[src/uclk_ctrl_macros.svh]
/*
 * Shared constants for the user clock control block.
 * Include in any file that needs them; guarded against double inclusion.
 */

`ifndef UCLK_CTRL_MACROS_SVH
`define UCLK_CTRL_MACROS_SVH

// Feature version reported in status word 1, software keys off this
`define UCLK_VER 4'h4

// Reference clock in 10 kHz units, 10000 means 100 MHz
`define UCLK_REF 18'd10000

// Frequency window length in clk cycles
`define UCLK_FREQ_WINDOW 256

// PLL model latencies
`define UCLK_WAIT_CYCLES 2   // Waitrequest cycles per request
`define UCLK_LOCK_CYCLES 16  // Reset release or divider write to lock

// Divider register in the PLL model
`define UCLK_DIV_ADDR 10'd0

`endif

[src/uclk_csr_pkg.sv]
/*
 * Layout of the software command and status words.
 * Referenced by scoped name from the top and the testbench.
 */

package uclk_csr_pkg;

   // Reconfig request as kept in the readback latch, 45 bits
   typedef struct packed {
      logic [1:0]  seq;    // Sequence number, change starts a request
      logic        write;  // 1 write, 0 read
      logic [9:0]  addr;   // Management address
      logic [31:0] data;   // Write data or readback
   } t_rcfg_ctrl;

   // Command word 0, raw or by field
   typedef union packed {
      logic [63:0] raw;
      struct packed {
         logic [5:0]  rsvd_63_58;
         logic        pll_reset;    // 57
         logic        mgmt_reset;   // 56
         logic [2:0]  rsvd_55_53;
         logic        fsm_reset_n;  // 52, active low
         logic [1:0]  rsvd_51_50;
         logic [1:0]  seq;          // 49:48
         logic [2:0]  rsvd_47_45;
         logic        write;        // 44
         logic [1:0]  rsvd_43_42;
         logic [9:0]  addr;         // 41:32
         logic [31:0] data;         // 31:0, only low byte reaches the PLL
      } f;
   } t_cmd0;

endpackage

[src/uclk_rcfg_pkg.sv]
/*
 * Reconfiguration FSM states and management port widths.
 */

package uclk_rcfg_pkg;

   // Management port of the PLL
   localparam int MGMT_ADDR_W = 10;
   localparam int MGMT_DATA_W = 8;

   typedef enum logic [1:0] {
      IDLE   = 2'd0,  // Waiting for a seq change
      REQ    = 2'd1,  // First strobe cycle
      RDWAIT = 2'd2,  // Strobe held through waitrequest
      LATCH  = 2'd3   // Readback latch pulse
   } t_rcfg_state;

endpackage

[src/uclk_rcfg_fsm.sv]
/*
 * Reconfiguration FSM. A change of the sequence number runs one read or
 * write on the PLL management port, then pulses the readback latch.
 */

`timescale 1ns/1ns

module uclk_rcfg_fsm (
   input  logic       clk,
   input  logic       fsm_reset_n,        // Sync, active low
   input  logic [1:0] rcfg_seq,
   input  logic       rcfg_write,         // 1 write, 0 read
   input  logic       mgmt_waitrequest,
   output logic       mgmt_read,
   output logic       mgmt_write,
   output logic       enable_read_latch,  // One cycle after completion
   output logic       error               // Sticky until fsm_reset_n low
);

   uclk_rcfg_pkg::t_rcfg_state state;
   logic [1:0]                 last_seq;   // Seq of last accepted request
   logic                       seq_new;
   logic                       busy;

   assign seq_new = (rcfg_seq != last_seq);
   assign busy    = (state != uclk_rcfg_pkg::IDLE);

   assign enable_read_latch = (state == uclk_rcfg_pkg::LATCH);

   // --------------------
   // State and strobes
   // --------------------
   always_ff @(posedge clk) begin
      if (!fsm_reset_n) begin
         state      <= uclk_rcfg_pkg::IDLE;
         last_seq   <= rcfg_seq;  // No request fires on reset release
         mgmt_read  <= 1'b0;
         mgmt_write <= 1'b0;
      end else begin
         case (state)
            uclk_rcfg_pkg::IDLE: begin
               if (seq_new) begin
                  state      <= uclk_rcfg_pkg::REQ;
                  mgmt_read  <= ~rcfg_write;
                  mgmt_write <= rcfg_write;
                  last_seq   <= rcfg_seq;
               end
            end
            uclk_rcfg_pkg::REQ,
            uclk_rcfg_pkg::RDWAIT: begin
               // Strobe held until waitrequest drops
               if (!mgmt_waitrequest) begin
                  state      <= uclk_rcfg_pkg::LATCH;
                  mgmt_read  <= 1'b0;
                  mgmt_write <= 1'b0;
               end else begin
                  state <= uclk_rcfg_pkg::RDWAIT;
               end
            end
            uclk_rcfg_pkg::LATCH: begin
               state <= uclk_rcfg_pkg::IDLE;
            end
            default: begin
               state <= uclk_rcfg_pkg::IDLE;
            end
         endcase

         // Seq change in flight is dropped, never replayed later
         if (busy && seq_new) begin
            last_seq <= rcfg_seq;
         end
      end
   end

   // --------------------
   // Error flag
   // --------------------
   always_ff @(posedge clk) begin
      if (!fsm_reset_n) begin
         error <= 1'b0;
      end else if (busy && seq_new) begin
         error <= 1'b1;  // Software did not wait for status
      end
   end

endmodule

[src/uclk_pll_model.sv]
/*
 * Synthesizable PLL stand-in: byte register file on a management port with
 * fixed waitrequest, a lock counter and a divider making uclk from clk.
 */

`timescale 1ns/1ns

`include "uclk_ctrl_macros.svh"

module uclk_pll_model (
   input  logic                                  clk,
   input  logic                                  reset,       // Active high
   input  logic                                  mgmt_reset,  // Timer only
   input  logic                                  mgmt_read,
   input  logic                                  mgmt_write,
   input  logic [uclk_rcfg_pkg::MGMT_ADDR_W-1:0] mgmt_address,
   input  logic [uclk_rcfg_pkg::MGMT_DATA_W-1:0] mgmt_writedata,
   output logic                                  mgmt_waitrequest,
   output logic [uclk_rcfg_pkg::MGMT_DATA_W-1:0] mgmt_readdata,
   output logic                                  locked,
   output logic                                  uclk,
   output logic                                  uclk_div2
);

   localparam int WAIT_W = $clog2(`UCLK_WAIT_CYCLES + 1);
   localparam int LOCK_W = $clog2(`UCLK_LOCK_CYCLES + 1);
   localparam int DW     = uclk_rcfg_pkg::MGMT_DATA_W;

   logic [DW-1:0]     regs [4];   // Register 0 is the divider
   logic [WAIT_W-1:0] wait_cnt;
   logic [LOCK_W-1:0] lock_cnt;
   logic [DW-1:0]     div;
   logic [DW-1:0]     div_cnt;
   logic              req;
   logic              xfer_done;  // Strobe high, waitrequest low
   logic              addr_hit;
   logic              div_write;

   assign req              = mgmt_read | mgmt_write;
   assign mgmt_waitrequest = req & (wait_cnt < WAIT_W'(`UCLK_WAIT_CYCLES));
   assign xfer_done        = req & ~mgmt_waitrequest;
   assign addr_hit         = (mgmt_address < uclk_rcfg_pkg::MGMT_ADDR_W'(4));
   assign div_write        = mgmt_write & xfer_done & (mgmt_address == `UCLK_DIV_ADDR);

   // Unmapped addresses read 0
   assign mgmt_readdata = addr_hit ? regs[mgmt_address[1:0]] : '0;

   // --------------------
   // Management port
   // --------------------
   always_ff @(posedge clk) begin
      if (reset || mgmt_reset || xfer_done) begin
         wait_cnt <= '0;
      end else if (mgmt_waitrequest) begin
         wait_cnt <= wait_cnt + 1'b1;
      end
   end

   always_ff @(posedge clk) begin
      if (reset) begin
         regs[0] <= DW'(2);
         regs[1] <= DW'(1);
         regs[2] <= DW'(1);
         regs[3] <= DW'(1);
      end else if (mgmt_write && xfer_done && addr_hit) begin
         regs[mgmt_address[1:0]] <= mgmt_writedata;
      end
   end

   // --------------------
   // Lock and clocks
   // --------------------
   always_ff @(posedge clk) begin
      if (reset || div_write) begin
         lock_cnt <= '0;  // Relock after divider change
      end else if (!locked) begin
         lock_cnt <= lock_cnt + 1'b1;
      end
   end

   assign locked = (lock_cnt == LOCK_W'(`UCLK_LOCK_CYCLES));

   assign div = (regs[0] == '0) ? DW'(1) : regs[0];  // Zero acts as one

   always_ff @(posedge clk) begin
      if (reset || !locked) begin
         div_cnt   <= '0;
         uclk      <= 1'b0;
         uclk_div2 <= 1'b0;
      end else if (div_cnt >= div - 1'b1) begin
         div_cnt <= '0;
         uclk    <= ~uclk;
         if (!uclk) begin
            uclk_div2 <= ~uclk_div2;  // On uclk rising edge
         end
      end else begin
         div_cnt <= div_cnt + 1'b1;
      end
   end

endmodule

[src/uclk_freq_counter.sv]
/*
 * Frequency counter. Counts rising edges of uclk or uclk_div2 over a fixed
 * window of clk cycles and reports the count with a one-cycle valid pulse.
 */

`timescale 1ns/1ns

`include "uclk_ctrl_macros.svh"

module uclk_freq_counter (
   input  logic        clk,
   input  logic        reset_n,     // Sync, active low
   input  logic        uclk,
   input  logic        uclk_div2,
   input  logic        sel_uclk,    // 1 uclk, 0 uclk_div2
   output logic        freq_valid,  // End of window
   output logic [16:0] freq         // Edges seen in last window
);

   localparam int WIN   = `UCLK_FREQ_WINDOW;
   localparam int WIN_W = $clog2(WIN);

   logic [WIN_W-1:0] win_cnt;
   logic             win_end;
   logic             clk_sel;
   logic             clk_sel_q;
   logic             rise;
   logic [16:0]      edge_cnt;

   assign clk_sel = sel_uclk ? uclk : uclk_div2;
   assign rise    = clk_sel & ~clk_sel_q;
   assign win_end = (win_cnt == WIN_W'(WIN - 1));

   // --------------------
   // Window timer
   // --------------------
   always_ff @(posedge clk) begin
      if (!reset_n) begin
         win_cnt <= '0;
      end else if (win_end) begin
         win_cnt <= '0;
      end else begin
         win_cnt <= win_cnt + 1'b1;
      end
   end

   // --------------------
   // Edge count
   // --------------------
   always_ff @(posedge clk) begin
      if (!reset_n) begin
         clk_sel_q  <= 1'b0;
         edge_cnt   <= '0;
         freq_valid <= 1'b0;
      end else begin
         clk_sel_q  <= clk_sel;
         freq_valid <= win_end;
         if (win_end) begin
            edge_cnt <= '0;  // Restart for next window
         end else if (rise) begin
            edge_cnt <= edge_cnt + 1'b1;
         end
      end
   end

   // Last cycle's edge still belongs to this window
   always_ff @(posedge clk) begin
      if (win_end) begin
         freq <= edge_cnt + 17'(rise);
      end
   end

endmodule

[src/uclk_ctrl.sv]
/*
 * User clock control top. Registers the software command words, drives the
 * reconfig FSM and the PLL model, and assembles both status words.
 */

`timescale 1ns/1ns

`include "uclk_ctrl_macros.svh"

module uclk_ctrl (
   input  logic        clk,
   input  logic        uclk_reset_n,          // Sync, active low
   input  logic [63:0] user_clk_freq_cmd_0,   // Reset bits and reconfig request
   input  logic [63:0] user_clk_freq_cmd_1,   // Bit 32 picks measured clock
   output logic [63:0] user_clk_freq_sts_0,
   output logic [63:0] user_clk_freq_sts_1,
   output logic        uclk,
   output logic        uclk_div2
);

   uclk_csr_pkg::t_cmd0 cmd0;

   // Command pipeline, first stage
   logic                                   pll_reset_pre;
   logic                                   mgmt_reset_pre;
   logic                                   fsm_reset_n_pre;
   logic [1:0]                             seq_pre;
   logic                                   write_pre;
   logic [uclk_rcfg_pkg::MGMT_ADDR_W-1:0]  addr_pre;
   logic [uclk_rcfg_pkg::MGMT_DATA_W-1:0]  wdata_pre;

   // Command pipeline, second stage
   logic                                   pll_reset;
   logic                                   mgmt_reset;
   logic                                   fsm_reset_n;
   logic [1:0]                             rcfg_seq;
   logic                                   rcfg_write;
   logic [uclk_rcfg_pkg::MGMT_ADDR_W-1:0]  mgmt_address;
   logic [uclk_rcfg_pkg::MGMT_DATA_W-1:0]  mgmt_writedata;

   // Management port
   logic                                   mgmt_read;
   logic                                   mgmt_write;
   logic                                   mgmt_waitrequest;
   logic [uclk_rcfg_pkg::MGMT_DATA_W-1:0]  mgmt_readdata;
   logic [uclk_rcfg_pkg::MGMT_DATA_W-1:0]  readdata_t1;  // One cycle late

   logic                                   enable_read_latch;
   logic                                   rcfg_error;
   logic                                   pll_locked;
   logic [31:0]                            readback;
   uclk_csr_pkg::t_rcfg_ctrl               rcfg_latched;

   // Frequency path
   logic                                   sel_uclk;
   logic                                   sel_uclk_q;
   logic                                   freq_valid;
   logic [16:0]                            freq;
   logic [16:0]                            freq_q;

   assign cmd0.raw = user_clk_freq_cmd_0;

   // --------------------
   // Command pipeline
   // --------------------
   always_ff @(posedge clk) begin
      if (!uclk_reset_n) begin
         pll_reset_pre   <= 1'b0;
         mgmt_reset_pre  <= 1'b0;
         fsm_reset_n_pre <= 1'b0;  // FSM held in reset too
         seq_pre         <= '0;
         write_pre       <= 1'b0;
         addr_pre        <= '0;
         wdata_pre       <= '0;
         pll_reset       <= 1'b0;
         mgmt_reset      <= 1'b0;
         fsm_reset_n     <= 1'b0;
         rcfg_seq        <= '0;
         rcfg_write      <= 1'b0;
         mgmt_address    <= '0;
         mgmt_writedata  <= '0;
      end else begin
         pll_reset_pre   <= cmd0.f.pll_reset;
         mgmt_reset_pre  <= cmd0.f.mgmt_reset;
         fsm_reset_n_pre <= cmd0.f.fsm_reset_n;
         seq_pre         <= cmd0.f.seq;
         write_pre       <= cmd0.f.write;
         addr_pre        <= cmd0.f.addr;
         wdata_pre       <= cmd0.f.data[uclk_rcfg_pkg::MGMT_DATA_W-1:0];
         pll_reset       <= pll_reset_pre;
         mgmt_reset      <= mgmt_reset_pre;
         fsm_reset_n     <= fsm_reset_n_pre;
         rcfg_seq        <= seq_pre;
         rcfg_write      <= write_pre;
         mgmt_address    <= addr_pre;
         mgmt_writedata  <= wdata_pre;
      end
   end

   // --------------------
   // Readback latch
   // --------------------
   always_ff @(posedge clk) begin
      readdata_t1 <= mgmt_readdata;
   end

   // Writes read back as all ones in the low byte
   assign readback = {24'h0, readdata_t1 | {8{rcfg_write}}};

   always_ff @(posedge clk) begin
      if (!uclk_reset_n) begin
         rcfg_latched <= '0;
      end else if (enable_read_latch) begin
         rcfg_latched <= {rcfg_seq, rcfg_write, mgmt_address, readback};
      end
   end

   // --------------------
   // Status words
   // --------------------
   always_ff @(posedge clk) begin
      user_clk_freq_sts_0 <= {rcfg_error, 2'b0, pll_locked, 2'b0,  // 63, 60
                              pll_reset, mgmt_reset, 3'b0,         // 57, 56
                              fsm_reset_n, 2'b0,                   // 52
                              rcfg_latched.seq, 3'b0,              // 49:48
                              rcfg_latched.write, 2'b0,            // 44
                              rcfg_latched.addr,                   // 41:32
                              rcfg_latched.data};                  // 31:0
   end

   assign sel_uclk = user_clk_freq_cmd_1[32];

   always_ff @(posedge clk) begin
      sel_uclk_q <= sel_uclk;  // Echo only
   end

   always_ff @(posedge clk) begin
      if (!uclk_reset_n) begin
         freq_q <= '0;
      end else if (freq_valid) begin
         freq_q <= freq;  // Hold last full window
      end
   end

   assign user_clk_freq_sts_1 = {`UCLK_VER, 9'b0, `UCLK_REF, sel_uclk_q, 15'b0, freq_q};

   // --------------------
   // Instances
   // --------------------
   uclk_rcfg_fsm u_rcfg_fsm (
      .clk               (clk),
      .fsm_reset_n       (fsm_reset_n),
      .rcfg_seq          (rcfg_seq),
      .rcfg_write        (rcfg_write),
      .mgmt_waitrequest  (mgmt_waitrequest),
      .mgmt_read         (mgmt_read),
      .mgmt_write        (mgmt_write),
      .enable_read_latch (enable_read_latch),
      .error             (rcfg_error)
   );

   uclk_pll_model u_pll_model (
      .clk              (clk),
      .reset            (~uclk_reset_n | pll_reset),
      .mgmt_reset       (mgmt_reset),
      .mgmt_read        (mgmt_read),
      .mgmt_write       (mgmt_write),
      .mgmt_address     (mgmt_address),
      .mgmt_writedata   (mgmt_writedata),
      .mgmt_waitrequest (mgmt_waitrequest),
      .mgmt_readdata    (mgmt_readdata),
      .locked           (pll_locked),
      .uclk             (uclk),
      .uclk_div2        (uclk_div2)
   );

   uclk_freq_counter u_freq_counter (
      .clk        (clk),
      .reset_n    (uclk_reset_n),
      .uclk       (uclk),
      .uclk_div2  (uclk_div2),
      .sel_uclk   (sel_uclk),
      .freq_valid (freq_valid),
      .freq       (freq)
   );

endmodule

[config.mk]
export PLATFORM = sky130hd
export DESIGN_NAME = uclk_ctrl
export DESIGN_NICKNAME = d
export VERILOG_FILES = /design/src/uclk_csr_pkg.sv /design/src/uclk_rcfg_pkg.sv /design/src/uclk_rcfg_fsm.sv /design/src/uclk_pll_model.sv /design/src/uclk_freq_counter.sv /design/src/uclk_ctrl.sv
export VERILOG_INCLUDE_DIRS = /design/src
export SDC_FILE = /design/constraint.sdc
export NUM_CORES = 1
export LEC_CHECK = 0
export BUFFER_PORTS_ARGS = -buffer_cell sky130_fd_sc_hd__buf_2
export CAP_MARGIN = 20
export CORE_MARGIN = 4
export CORE_UTILIZATION = 55
export DETAILED_ROUTE_END_ITERATION = 16
export GPL_ROUTABILITY_DRIVEN = 1
export PLACE_DENSITY = 0.84
export SYNTH_ARGS = -nofsm -noshare
export SYNTH_HDL_FRONTEND = slang
export SYNTH_SLANG_ARGS = --single-unit
[constraint.sdc]
create_clock -name clk -period 8.8 [get_ports clk]
set_clock_uncertainty 0.1 [all_clocks]
set_input_delay 1.32 -clock clk [delete_from_list [all_inputs] [get_ports clk]]
set_output_delay 1.32 -clock clk [all_outputs]
set_load 0.01 [all_outputs]
==> flow_summary.json, run 1 <==
{
  "portBuffers": 72,
  "clock.fmax_ghz": 0.286,
  "synth-edff-count": 51,
  "firstDrtPassIters": 5,
  "cp_slowest_stage_delay_ns": 0.74,
  "synth_cell_type_count": 40,
  "r2r_slack_ns": 5.43,
  "grtUsageTotal_pct": 16.2,
  "ir_drop_uv": 143,
  "gp_congestion": 0.797,
  "rsz0062_at_grt": "no",
  "cp_max_fo": 94,
  "path_cells": "buf_2 -> buf_4 -> nand2b_1 -> nor4_2 -> nand2b_1",
  "synth_top_cell_area_share_pct": 39.2,
  "cts_buffer_depth": 3,
  "antenna_found_initial": 0,
  "die_y_um": 134,
  "gr-total-overflow": 0,
  "tightest_slew_ns": 1.02,
  "cts_resized": 0,
  "fin_crit_ns": 3.49,
  "post-dp-hpwl_mm": 9.93,
  "worstHoldPathType": "flop to flop",
  "ant_nets": 0,
  "crit_type": "input pin to flop",
  "clk_latency_ns": 0.51,
  "final_cell_area_mm2": 0.00973,
  "fp.dieW_um": 134,
  "fp.dieArea_mm2": 0.0179,
  "clk_pin_slew_ns": 0.06,
  "cap_violations": 0,
  "yosysWarnings": 0,
  "rows": 45,
  "fillers": 1201,
  "rr_startpoint": "u_pll_model.regs[0][4]",
  "grt_max_degree": 95,
  "synth_commonest_cells": "170 x dfxtp_1, 85 x buf_4, 81 x and2_1, 51 x edfxtp_1, 49 x nor2_1",
  "synth_most_common_cell": "dfxtp_1",
  "status": "completed",
  "initial_core_util_pct": 56.7,
  "avgViaCountPerCell": 4.76,
  "drt-initial-drc-count": 219,
  "synth.area.top_cells": "dfxtp_1 39%, edfxtp_1 18%, buf_4 7.3%, and2_1 5.8%, mux2i_1 4.1%",
  "switching_share_pct": 20.6,
  "cts_max_level": 1,
  "hold_depth": 0,
  "slew_viol_final": 0,
  "num_antenna_cells": 0,
  "slowest_stage": "nor4_2",
  "hold_violations": 0,
  "pin_count": 260,
  "power_switching_uw": 441,
  "r2r-end": "u_pll_model.div_cnt[1]",
  "seq_area_frac_synth_pct": 56.8,
  "ctsHoldBuffers": 0,
  "power_frac_comb_pct": 3.6,
  "holdPathEnd": "user_clk_freq_sts_0[44]",
  "drc_errors": 0,
  "core_area_mm2": 0.0153,
  "route.vias.total": 5048,
  "wl_per_cell_um": 13.8,
  "wl_mm": 14.6,
  "drive_above_1_share_pct": 16.3,
  "cts_buffers": 23,
  "syn_area_mm2": 0.00868,
  "start_kind": "input pin",
  "areaGrowthSynthToFinish_pct": 12.1,
  "regArea_mm2": 0.00493,
  "cp-end-kind": "flop",
  "nNetsFinal": 980,
  "rr_worst_depth": 13,
  "syn_inst": 756,
  "pwr-share-seq_pct": 50.2,
  "cpMostUsedCell": "nand2b_1",
  "setup_viol": 0,
  "maxSlewHeadroom_pct": 31.6,
  "postCtsSetupRepairBufs": 0,
  "tritoncts": "done",
  "fin_crit_sh_pct": 39.7,
  "ys.flop_type": "dfxtp_1",
  "setup_tns_ns": 0,
  "p_per_area_mw_per_mm2": 220,
  "min_from": "rcfg_latched[42]",
  "clock_sinks": 221,
  "root_buffer": "clkbuf_16",
  "ys_ff_latch": 221,
  "cp.arrival_ns": 3.55,
  "synth.avg_cell_area_um2": 11.5,
  "required_ns": 8.86,
  "multi_input_area_mm2": 0.00328,
  "intPower_mw": 1.70,
  "synth-async-reset-ratio_pct": 0,
  "synth_top_area_cell": "dfxtp_1",
  "grt_pass1_wl_mm": 24.1,
  "clock_power_share_pct": 46.2,
  "p_leak_nw": 4.00,
  "placed_cell_area_mm2": 0.00892,
  "grt_pass1_vias": 5037
}
[stage by stage]
stage	hold WS (ns)	power (mW)	utilization, %	cells	setup slack, ns
CTS	0.249	2.16	63.4	1058	5.34
finish	0.249	2.14	63.5	1060	5.31
floorplan	0.230	1.18	-	838	5.63
global placement	0.237	1.17	58.3	1016	4.83
detailed placement	0.234	1.17	58.3	1016	4.82
global route	0.263	2.21	63.5	1060	5.09
[cell type report]
| class | count | area share, % |
|---|---|---|
| Timing Repair Buffer | 80 | 4.33 |
| Clock inverter | 9 | 1.41 |
| Sequential cell | 221 | 50.7 |
| Multi-Input combinational cell | 494 | 33.7 |
| Inverter | 12 | 0.463 |
| Tap cell | 211 | 2.71 |
| Clock buffer | 33 | 6.71 |
[how the worst max path moves through the flow]
stage                                  startpoint                      end  cells past startpoint
final                                uclk_reset_n   u_pll_model.regs[2][6]                      5
after global routing                 uclk_reset_n   u_pll_model.regs[2][6]                      5
after CTS                            uclk_reset_n   u_pll_model.regs[2][3]                      5
after detailed placement             uclk_reset_n   u_pll_model.regs[2][3]                      5
after global placement               uclk_reset_n   u_pll_model.regs[2][7]                      5
after floorplan           user_clk_freq_cmd_1[32]  u_freq_counter.freq[16]                      8
[power by group through the flow]
stage	clock network (mW)	registers, mW	logic [mW]
2_1_floorplan	0	1.09	0.0877
3_3_place_gp	0	1.09	0.0738
3_5_place_dp	0	1.10	0.0759
4_1_cts	1.00	1.07	0.0770
5_1_grt	1.05	1.08	0.0874
6_report	0.988	1.07	0.0775
[placed cells by master (no fill, tap or decap), drive strengths merged, types with 7 or more instances in the layout]
master,Yosys,routed
a21oi,11,11
and2,81,81
and3,12,12
buf,87,79
clkbuf,24,34
conb,2,84
dfxtp,170,170
edfxtp,51,51
ha,18,18
inv,12,14
mux2i,36,36
mux4,8,8
nand2,19,19
nand2b,8,8
nand3,16,16
nand4,11,11
nor2,49,49
nor2b,37,37
nor3,12,12
nor4,7,7
o21ai,9,9
o221a,8,8
xnor2,26,26
xor2,28,28
[logic make-up (layout without fill, tap and decap cells)]
family | after synthesis | after routing | synth area share (%)
AOI/OAI and AO/OA | 32 | 32 | 2.64
xor gates and xnor gates | 54 | 54 | 5.45
adders and majority gates | 18 | 18 | 2.59
buffers and inverters | 123 | 134 | 9.05
DFF | 221 | 221 | 56.8
muxes | 44 | 44 | 6.22
other | 2 | 84 | 0.0865
and+or+nand+nor | 262 | 262 | 17.1
[registers in the layout, indices dropped and copies added (netlist names), 2 cells and up]
name,cells
u_pll_model.wait_cnt,2
wdata_pre,8
u_pll_model.regs,32
u_rcfg_fsm.state,2
mgmt_address,10
u_freq_counter.win_cnt,8
addr_pre,10
u_pll_model.div_cnt,8
u_freq_counter.edge_cnt,17
user_clk_freq_sts_0,26
u_freq_counter.freq,17
u_pll_model.lock_cnt,5
readdata_t1,8
seq_pre,2
rcfg_seq,2
u_rcfg_fsm.last_seq,2
freq_q,17
rcfg_latched,21
mgmt_writedata,8
[worst max-delay path, delay by kind of cell]
family	cells	cell delay (ns)
AND/OR/NAND/NOR	3	1.59
buffers and inverters	2	0.61
[metal layers]
metal / vias to the layer above / wire length, µm / GRT usage, %
met5: - / 0 / 0
met4: 0 / 283 / 4.57
met3: 27 / 840 / 2.98
met2: 153 / 7430 / 28.8
met1: 2348 / 6090 / 20.2
li1: 2520 / - / -
Note: power is estimated with default switching activity, not from simulation.
==> run 2: changes to the inputs <==
--- a/config.mk
+++ b/config.mk
@@ -9,10 +9,10 @@
 export BUFFER_PORTS_ARGS = -buffer_cell sky130_fd_sc_hd__buf_2
 export CAP_MARGIN = 20
 export CORE_MARGIN = 4
-export CORE_UTILIZATION = 55
+export CORE_UTILIZATION = 46
 export DETAILED_ROUTE_END_ITERATION = 16
 export GPL_ROUTABILITY_DRIVEN = 1
-export PLACE_DENSITY = 0.84
+export PLACE_DENSITY = 0.75
 export SYNTH_ARGS = -nofsm -noshare
 export SYNTH_HDL_FRONTEND = slang
 export SYNTH_SLANG_ARGS = --single-unit
==> constraint.sdc (replaced) <==
create_clock -name clk -period 3.2 [get_ports clk]
set_clock_uncertainty 0.1 [all_clocks]
set_input_delay 0.48 -clock clk [delete_from_list [all_inputs] [get_ports clk]]
set_output_delay 0.48 -clock clk [all_outputs]
set_load 0.01 [all_outputs]
==> run 2 against run 1 <==
Sequential share of layout area shrank 0.53 points. Routed wire length grew 1.0%. Critical path type is now flop to flop. Clock power grew 140%. Register-to-register slack lost 5.4 ns. Total power grew to 2.6 times the previous value.
==> flow_summary.json, run 2 (same netlist as run 1, synthesis figures left out) <==
{
  "timing.final.ws_setup_ns": 0.0400,
  "setup_viol": 0,
  "min_from": "user_clk_freq_cmd_0[41]",
  "top_register": "u_pll_model.regs",
  "regArea_mm2": 0.00493,
  "setup_tns_ns": 0,
  "antenna_found_initial": 1,
  "p_leak_nw": 4.05,
  "clock_power_share_pct": 42.9,
  "final_util_pct": 53.8,
  "hold_depth": 2,
  "cap_violations": 0,
  "dp.cells": 1050,
  "gp_congestion": 0.785,
  "grtUsageTotal_pct": 13.5,
  "r2r-end": "u_pll_model.uclk_div2",
  "drt-initial-drc-count": 229,
  "core_area_mm2": 0.0183,
  "pwr-share-seq_pct": 52.9,
  "final_cells": 1095,
  "power_switching_mw": 1.15,
  "clock_sinks": 221,
  "rr_startpoint": "u_pll_model.regs[0][3]",
  "die_y_um": 145,
  "holdPathEnd": "addr_pre[9]",
  "post-dp-hpwl_mm": 10.4,
  "avgViaCountPerCell": 4.60,
  "grt_pass1_wl_mm": 24.3,
  "nNetsFinal": 998,
  "tightest_slew_ns": 1.03,
  "cts_buffers": 22,
  "firstDrtPassIters": 4,
  "wl_mm": 14.8,
  "rows": 49,
  "drc_errors": 0,
  "pin_count": 260,
  "cp.arrival_ns": 3.48,
  "fin_crit_sh_pct": 98.7,
  "largest_reg_flops": 32,
  "ir_drop_uv": 315,
  "cp_max_fo": 3,
  "cp-end-kind": "flop",
  "route.vias.total": 5038,
  "crit_type": "flop to flop",
  "worstHoldPathType": "input pin to flop",
  "status": "completed",
  "fp.dieArea_mm2": 0.0211,
  "clk_pin_slew_ns": 0.06,
  "wl_per_cell_um": 13.5,
  "grt_max_degree": 61,
  "initial_core_util_pct": 47.5,
  "required_ns": 3.52,
  "tritoncts": "done",
  "fp.dieW_um": 145,
  "portBuffers": 72,
  "post-place-ws_ns": 0.0475,
  "reg_top3": "u_pll_model.regs (32), user_clk_freq_sts_0 (26), rcfg_latched (21)",
  "root_buffer": "clkbuf_16",
  "multi_input_area_mm2": 0.00332,
  "fillers": 1563,
  "intPower_mw": 4.42,
  "cts_max_level": 1,
  "p_per_area_mw_per_mm2": 567,
  "cts_buffer_depth": 3,
  "slew_viol_final": 0,
  "clk_latency_ns": 0.50,
  "grt_pass1_vias": 4939,
  "gr-total-overflow": 0,
  "rr_worst_depth": 13,
  "fin_crit_ns": 3.16,
  "start_kind": "flop",
  "drive_above_1_share_pct": 18.5,
  "r2r_slack_ns": 0.04,
  "maxSlewHeadroom_pct": 31.2,
  "final_common_cell": "dfxtp_1",
  "areaGrowthSynthToFinish_pct": 13.2,
  "power_frac_comb_pct": 4.1,
  "hold_violations": 0,
  "final_cell_mix": "170 x dfxtp_1, 84 x conb_1, 81 x and2_1",
  "clock.fmax_ghz": 0.316,
  "switching_share_pct": 20.7,
  "ant_nets": 0
}
-- run 2: cell types whose count changed in the layout (fill, tap and decap cells not counted), sizes merged --
cell / before / now
buf: 79 / 98
clkinv: 4 / 5
diode: 0 / 1
inv: 14 / 12
dlygate4sd3: 0 / 1
bufinv: 3 / 0
-- run 2: worst max-delay path: stages, from the launching register on --
cell      delay [ns]
edfxtp_1        0.38
or4_4           0.59
nor3_4          0.24
a21oi_2         0.10
ha_2            0.22
buf_4           0.14
xnor2_1         0.12
ha_1            0.28
o21ai_0         0.08
a21oi_2         0.16
a21oi_2         0.08
buf_4           0.15
or3_1           0.33
a21oi_2         0.13
-- run 2: cell type report --
| type | instances | area share (%) |
|---|---|---|
| Timing Repair Buffer | 99 | 5.75 |
| Clock buffer | 34 | 6.69 |
| Inverter | 12 | 0.458 |
| Tap cell | 229 | 2.91 |
| Sequential cell | 221 | 50.2 |
| Antenna cell | 1 | 0.0254 |
| Multi-Input combinational cell | 494 | 33.7 |
| Clock inverter | 5 | 0.242 |
-- run 2: routing by layer --
layer | vias up | GRT usage (%) | routed length (µm)
li1 | 2555 | - | -
met2 | 108 | 24.1 | 7490
met5 | - | 0 | 13
met1 | 2348 | 16.6 | 6250
met3 | 25 | 2.96 | 701
met4 | 2 | 3.99 | 338
-- run 2: what timing repair did --
item / 4_1_cts / 5_1_grt
gates cloned: 0 / 0
pin swaps: 0 / 9
hold buffers: 1 / 0
hold endpoints to repair: 1 / 0
setup buffers: 0 / 4
endpoints found under the setup margin: 8 / 3
resized for setup: 2 / 9
-- run 2: worst max-delay path by stage --
stage                                start                    end  slack [ns]
finish              u_pll_model.regs[0][3]  u_pll_model.uclk_div2        0.04
global route        u_pll_model.regs[0][3]  u_pll_model.uclk_div2       -0.07
CTS                 u_pll_model.regs[0][6]  u_pll_model.uclk_div2        0.02
detailed placement  u_pll_model.regs[0][6]  u_pll_model.uclk_div2        0.05
global placement    u_pll_model.regs[0][6]  u_pll_model.uclk_div2        0.10
floorplan           u_pll_model.regs[0][5]  u_pll_model.uclk_div2        0.34
-- run 2: power by group through the flow --
| stage | logic [mW] | registers [mW] | clock network [mW] |
|---|---|---|---|
| global placement | 0.215 | 3.01 | 0 |
| finish | 0.229 | 2.95 | 2.39 |
| floorplan | 0.241 | 3.00 | 0 |
| detailed placement | 0.219 | 3.01 | 0 |
| global route | 0.258 | 2.96 | 2.57 |
| CTS | 0.222 | 2.95 | 2.46 |
-- run 2: through the flow --
stage               instance area (µm²)  hold WS, ns  power (mW)
detailed placement                 9060        0.239        3.23
global placement                   9060        0.237        3.22
CTS                                9760       0.0736        5.63
global route                       9830       0.0830        5.79
finish                             9830       0.0875        5.57
floorplan                          8990        0.230        3.24
==> run 3: changes to the inputs <==
--- a/config.mk
+++ b/config.mk
@@ -12,7 +12,7 @@
 export CORE_UTILIZATION = 46
 export DETAILED_ROUTE_END_ITERATION = 16
 export GPL_ROUTABILITY_DRIVEN = 1
-export PLACE_DENSITY = 0.75
+export PLACE_DENSITY = 0.84
 export SYNTH_ARGS = -nofsm -noshare
 export SYNTH_HDL_FRONTEND = slang
 export SYNTH_SLANG_ARGS = --single-unit
==> run 3 against run 2 <==
Global-route usage about the same. Combinational power about the same. Sequential share of layout area down 0.13 points. First-iteration DRC count up 6.6%. Cell count unchanged. Critical path depth up 1. Sequential cell count unchanged. Clock-buffer cell count down 1. Die area unchanged. Critical path type unchanged.
==> flow_summary.json, run 3 (same netlist as run 1, synthesis figures left out) <==
{
  "status": "completed",
  "holdPathEnd": "pll_reset_pre",
  "slew_viol_final": 0,
  "dp.cells": 1048,
  "initial_core_util_pct": 47.5,
  "clk_latency_ns": 0.50,
  "r2r_slack_ns": 0.11,
  "wl_mm": 14.8,
  "wl_met2_mm": 7.28,
  "placed_cell_area_mm2": 0.00905,
  "die_y_um": 145,
  "core_area_mm2": 0.0183,
  "post-dp-hpwl_mm": 10.3,
  "tritoncts": "done",
  "drt-initial-drc-count": 244,
  "setup_viol": 0,
  "cap_violations": 0,
  "route.vias.total": 5044,
  "gp_congestion": 0.773,
  "hold_violations": 0,
  "cts_max_level": 1,
  "drc_errors": 0,
  "root_buffer": "clkbuf_16",
  "top_layer": "met4",
  "cp-end-kind": "flop",
  "worstHoldPathType": "input pin to flop",
  "grt_pass1_vias": 5072,
  "final_cell_area_mm2": 0.00986,
  "m1WireLength_mm": 6.57,
  "maxSlewHeadroom_pct": 33.2,
  "ant_nets": 0,
  "p_per_area_mw_per_mm2": 582,
  "crit_type": "flop to flop",
  "clock_sinks": 221,
  "final_cell_mix": "170 x dfxtp_1, 84 x conb_1, 81 x and2_1",
  "power_frac_comb_pct": 4.0,
  "rsz0062_at_grt": "yes",
  "cp_max_fo": 3,
  "firstDrtPassIters": 4,
  "cts_buffer_depth": 3,
  "pin_count": 260,
  "setup_tns_ns": 0,
  "avgViaCountPerCell": 4.61,
  "cp_slowest_stage_delay_ns": 0.57,
  "final_util_pct": 54.0,
  "cts_buffers": 24,
  "rows": 49,
  "intPower_mw": 4.51,
  "portBuffers": 72,
  "fin_crit_sh_pct": 96.7,
  "r2r-end": "u_pll_model.uclk_div2",
  "top_register": "u_pll_model.regs",
  "nNetsFinal": 996,
  "wl_per_cell_um": 13.6,
  "slowest_stage": "or4_4",
  "tightest_slew_ns": 0.989,
  "fin_crit_ns": 3.09,
  "gr-total-overflow": 0,
  "grt_max_degree": 64,
  "hold_ws_ns": 0.0796,
  "p_leak_nw": 4.06,
  "rr_startpoint": "u_pll_model.regs[0][5]",
  "min_from": "user_clk_freq_cmd_0[57]",
  "num_antenna_cells": 0,
  "cp.arrival_ns": 3.43,
  "clk_pin_slew_ns": 0.06,
  "met3WireLength_um": 692,
  "path_cells": "or4_4 -> nor3_4 -> a21oi_2 -> ha_2 -> nand2b_4 -> nor4_1 -> xnor2_1 -> ha_1 -> nand4_1 -> a21oi_2 -> a21oi_2 -> buf_4 -> or3_1 -> a21oi_1",
  "final_common_cell": "dfxtp_1",
  "start_kind": "flop",
  "grtUsageTotal_pct": 13.5,
  "power_switching_mw": 1.23,
  "rr_worst_depth": 14,
  "fp.dieArea_mm2": 0.0211,
  "antenna_found_initial": 0,
  "required_ns": 3.53,
  "grt_pass1_wl_mm": 24.4,
  "drive_above_1_share_pct": 18.6,
  "cpMostUsedCell": "a21oi_2",
  "largest_reg_flops": 32,
  "reg_top3": "u_pll_model.regs (32), user_clk_freq_sts_0 (26), rcfg_latched (21)",
  "clock.fmax_ghz": 0.323,
  "fillers": 1532,
  "pwr-share-seq_pct": 51.4,
  "clock_power_share_pct": 44.6,
  "areaGrowthSynthToFinish_pct": 13.5,
  "final_cells": 1095,
  "fp.dieW_um": 145,
  "ir_drop_uv": 402,
  "hold_depth": 2,
  "switching_share_pct": 21.4
}
==> run 3: changes by cell type in the layout (fill, tap and decap cells not counted), sizes merged <==
cell	delta
clkinv	+5
clkbuf	-1
inv	+1
buf	-4
diode	-1
==> run 3: power groups by stage <==
stage / sequential, mW / combinational (mW) / clock, mW
floorplan: 3.00 / 0.241 / 0
global placement: 3.01 / 0.218 / 0
detailed placement: 3.01 / 0.222 / 0
CTS: 2.95 / 0.224 / 2.61
global route: 2.96 / 0.259 / 2.72
finish: 2.95 / 0.230 / 2.56
==> run 3: how the worst max path moves through the flow <==
stage                                      start               endpoint  slack (ns)  cells past startpoint
final                     u_pll_model.regs[0][5]  u_pll_model.uclk_div2        0.11                     14
after global routing      u_pll_model.regs[0][5]  u_pll_model.uclk_div2       -0.03                     14
after CTS                 u_pll_model.regs[0][6]  u_pll_model.uclk_div2        0.01                     14
after detailed placement  u_pll_model.regs[0][6]  u_pll_model.uclk_div2        0.07                     14
after global placement    u_pll_model.regs[0][6]  u_pll_model.uclk_div2        0.07                     14
after floorplan           u_pll_model.regs[0][5]  u_pll_model.uclk_div2        0.34                     13
==> run 3: per-stage QoR <==
stage          setup slack, ns  power, mW
2_1_floorplan            0.341       3.24
3_3_place_gp            0.0740       3.22
3_5_place_dp            0.0674       3.23
4_1_cts                 0.0134       5.79
5_1_grt                -0.0339       5.94
6_report                 0.105       5.74
==> run 3: area by class of cell <==
cell class / count / area [µm²] / share of cell area [%]
clock buffer: 33 / 686 / 6.95
clock inverter: 11 / 63.8 / 0.647
inverter: 12 / 45.0 / 0.457
multi-input combinational: 494 / 3310 / 33.6
sequential: 221 / 4930 / 50.1
tap: 229 / 287 / 2.91
timing repair buffer: 95 / 536 / 5.43
==> run 3: worst max-delay path, delay by kind of cell, from the launching register on <==
family | cells | cell delay [ns]
XOR/XNOR | 1 | 0.12
AND/OR/NAND/NOR | 6 | 1.32
AO/OA/AOI/OAI | 4 | 0.44
adder cells (fa/ha/maj) | 2 | 0.50
flip-flops | 1 | 0.38
buffers and inverters | 1 | 0.14
==> run 3: timing repair <==
action / CTS / global route
buffers inserted: 0 / 2
endpoints found under the setup margin: 1 / 10
hold buffers: 1 / 0
resized for setup: 1 / 8
hold endpoints to repair: 1 / 0
pin swaps: 0 / 3
==> run 3: layer usage <==
metal  vias to the layer above  global-route usage, %
li1                       2552                      -
met4                         0                   4.18
met2                       115                   23.7
met3                        18                   2.68
met5                         -                      0
met1                      2359                   16.9
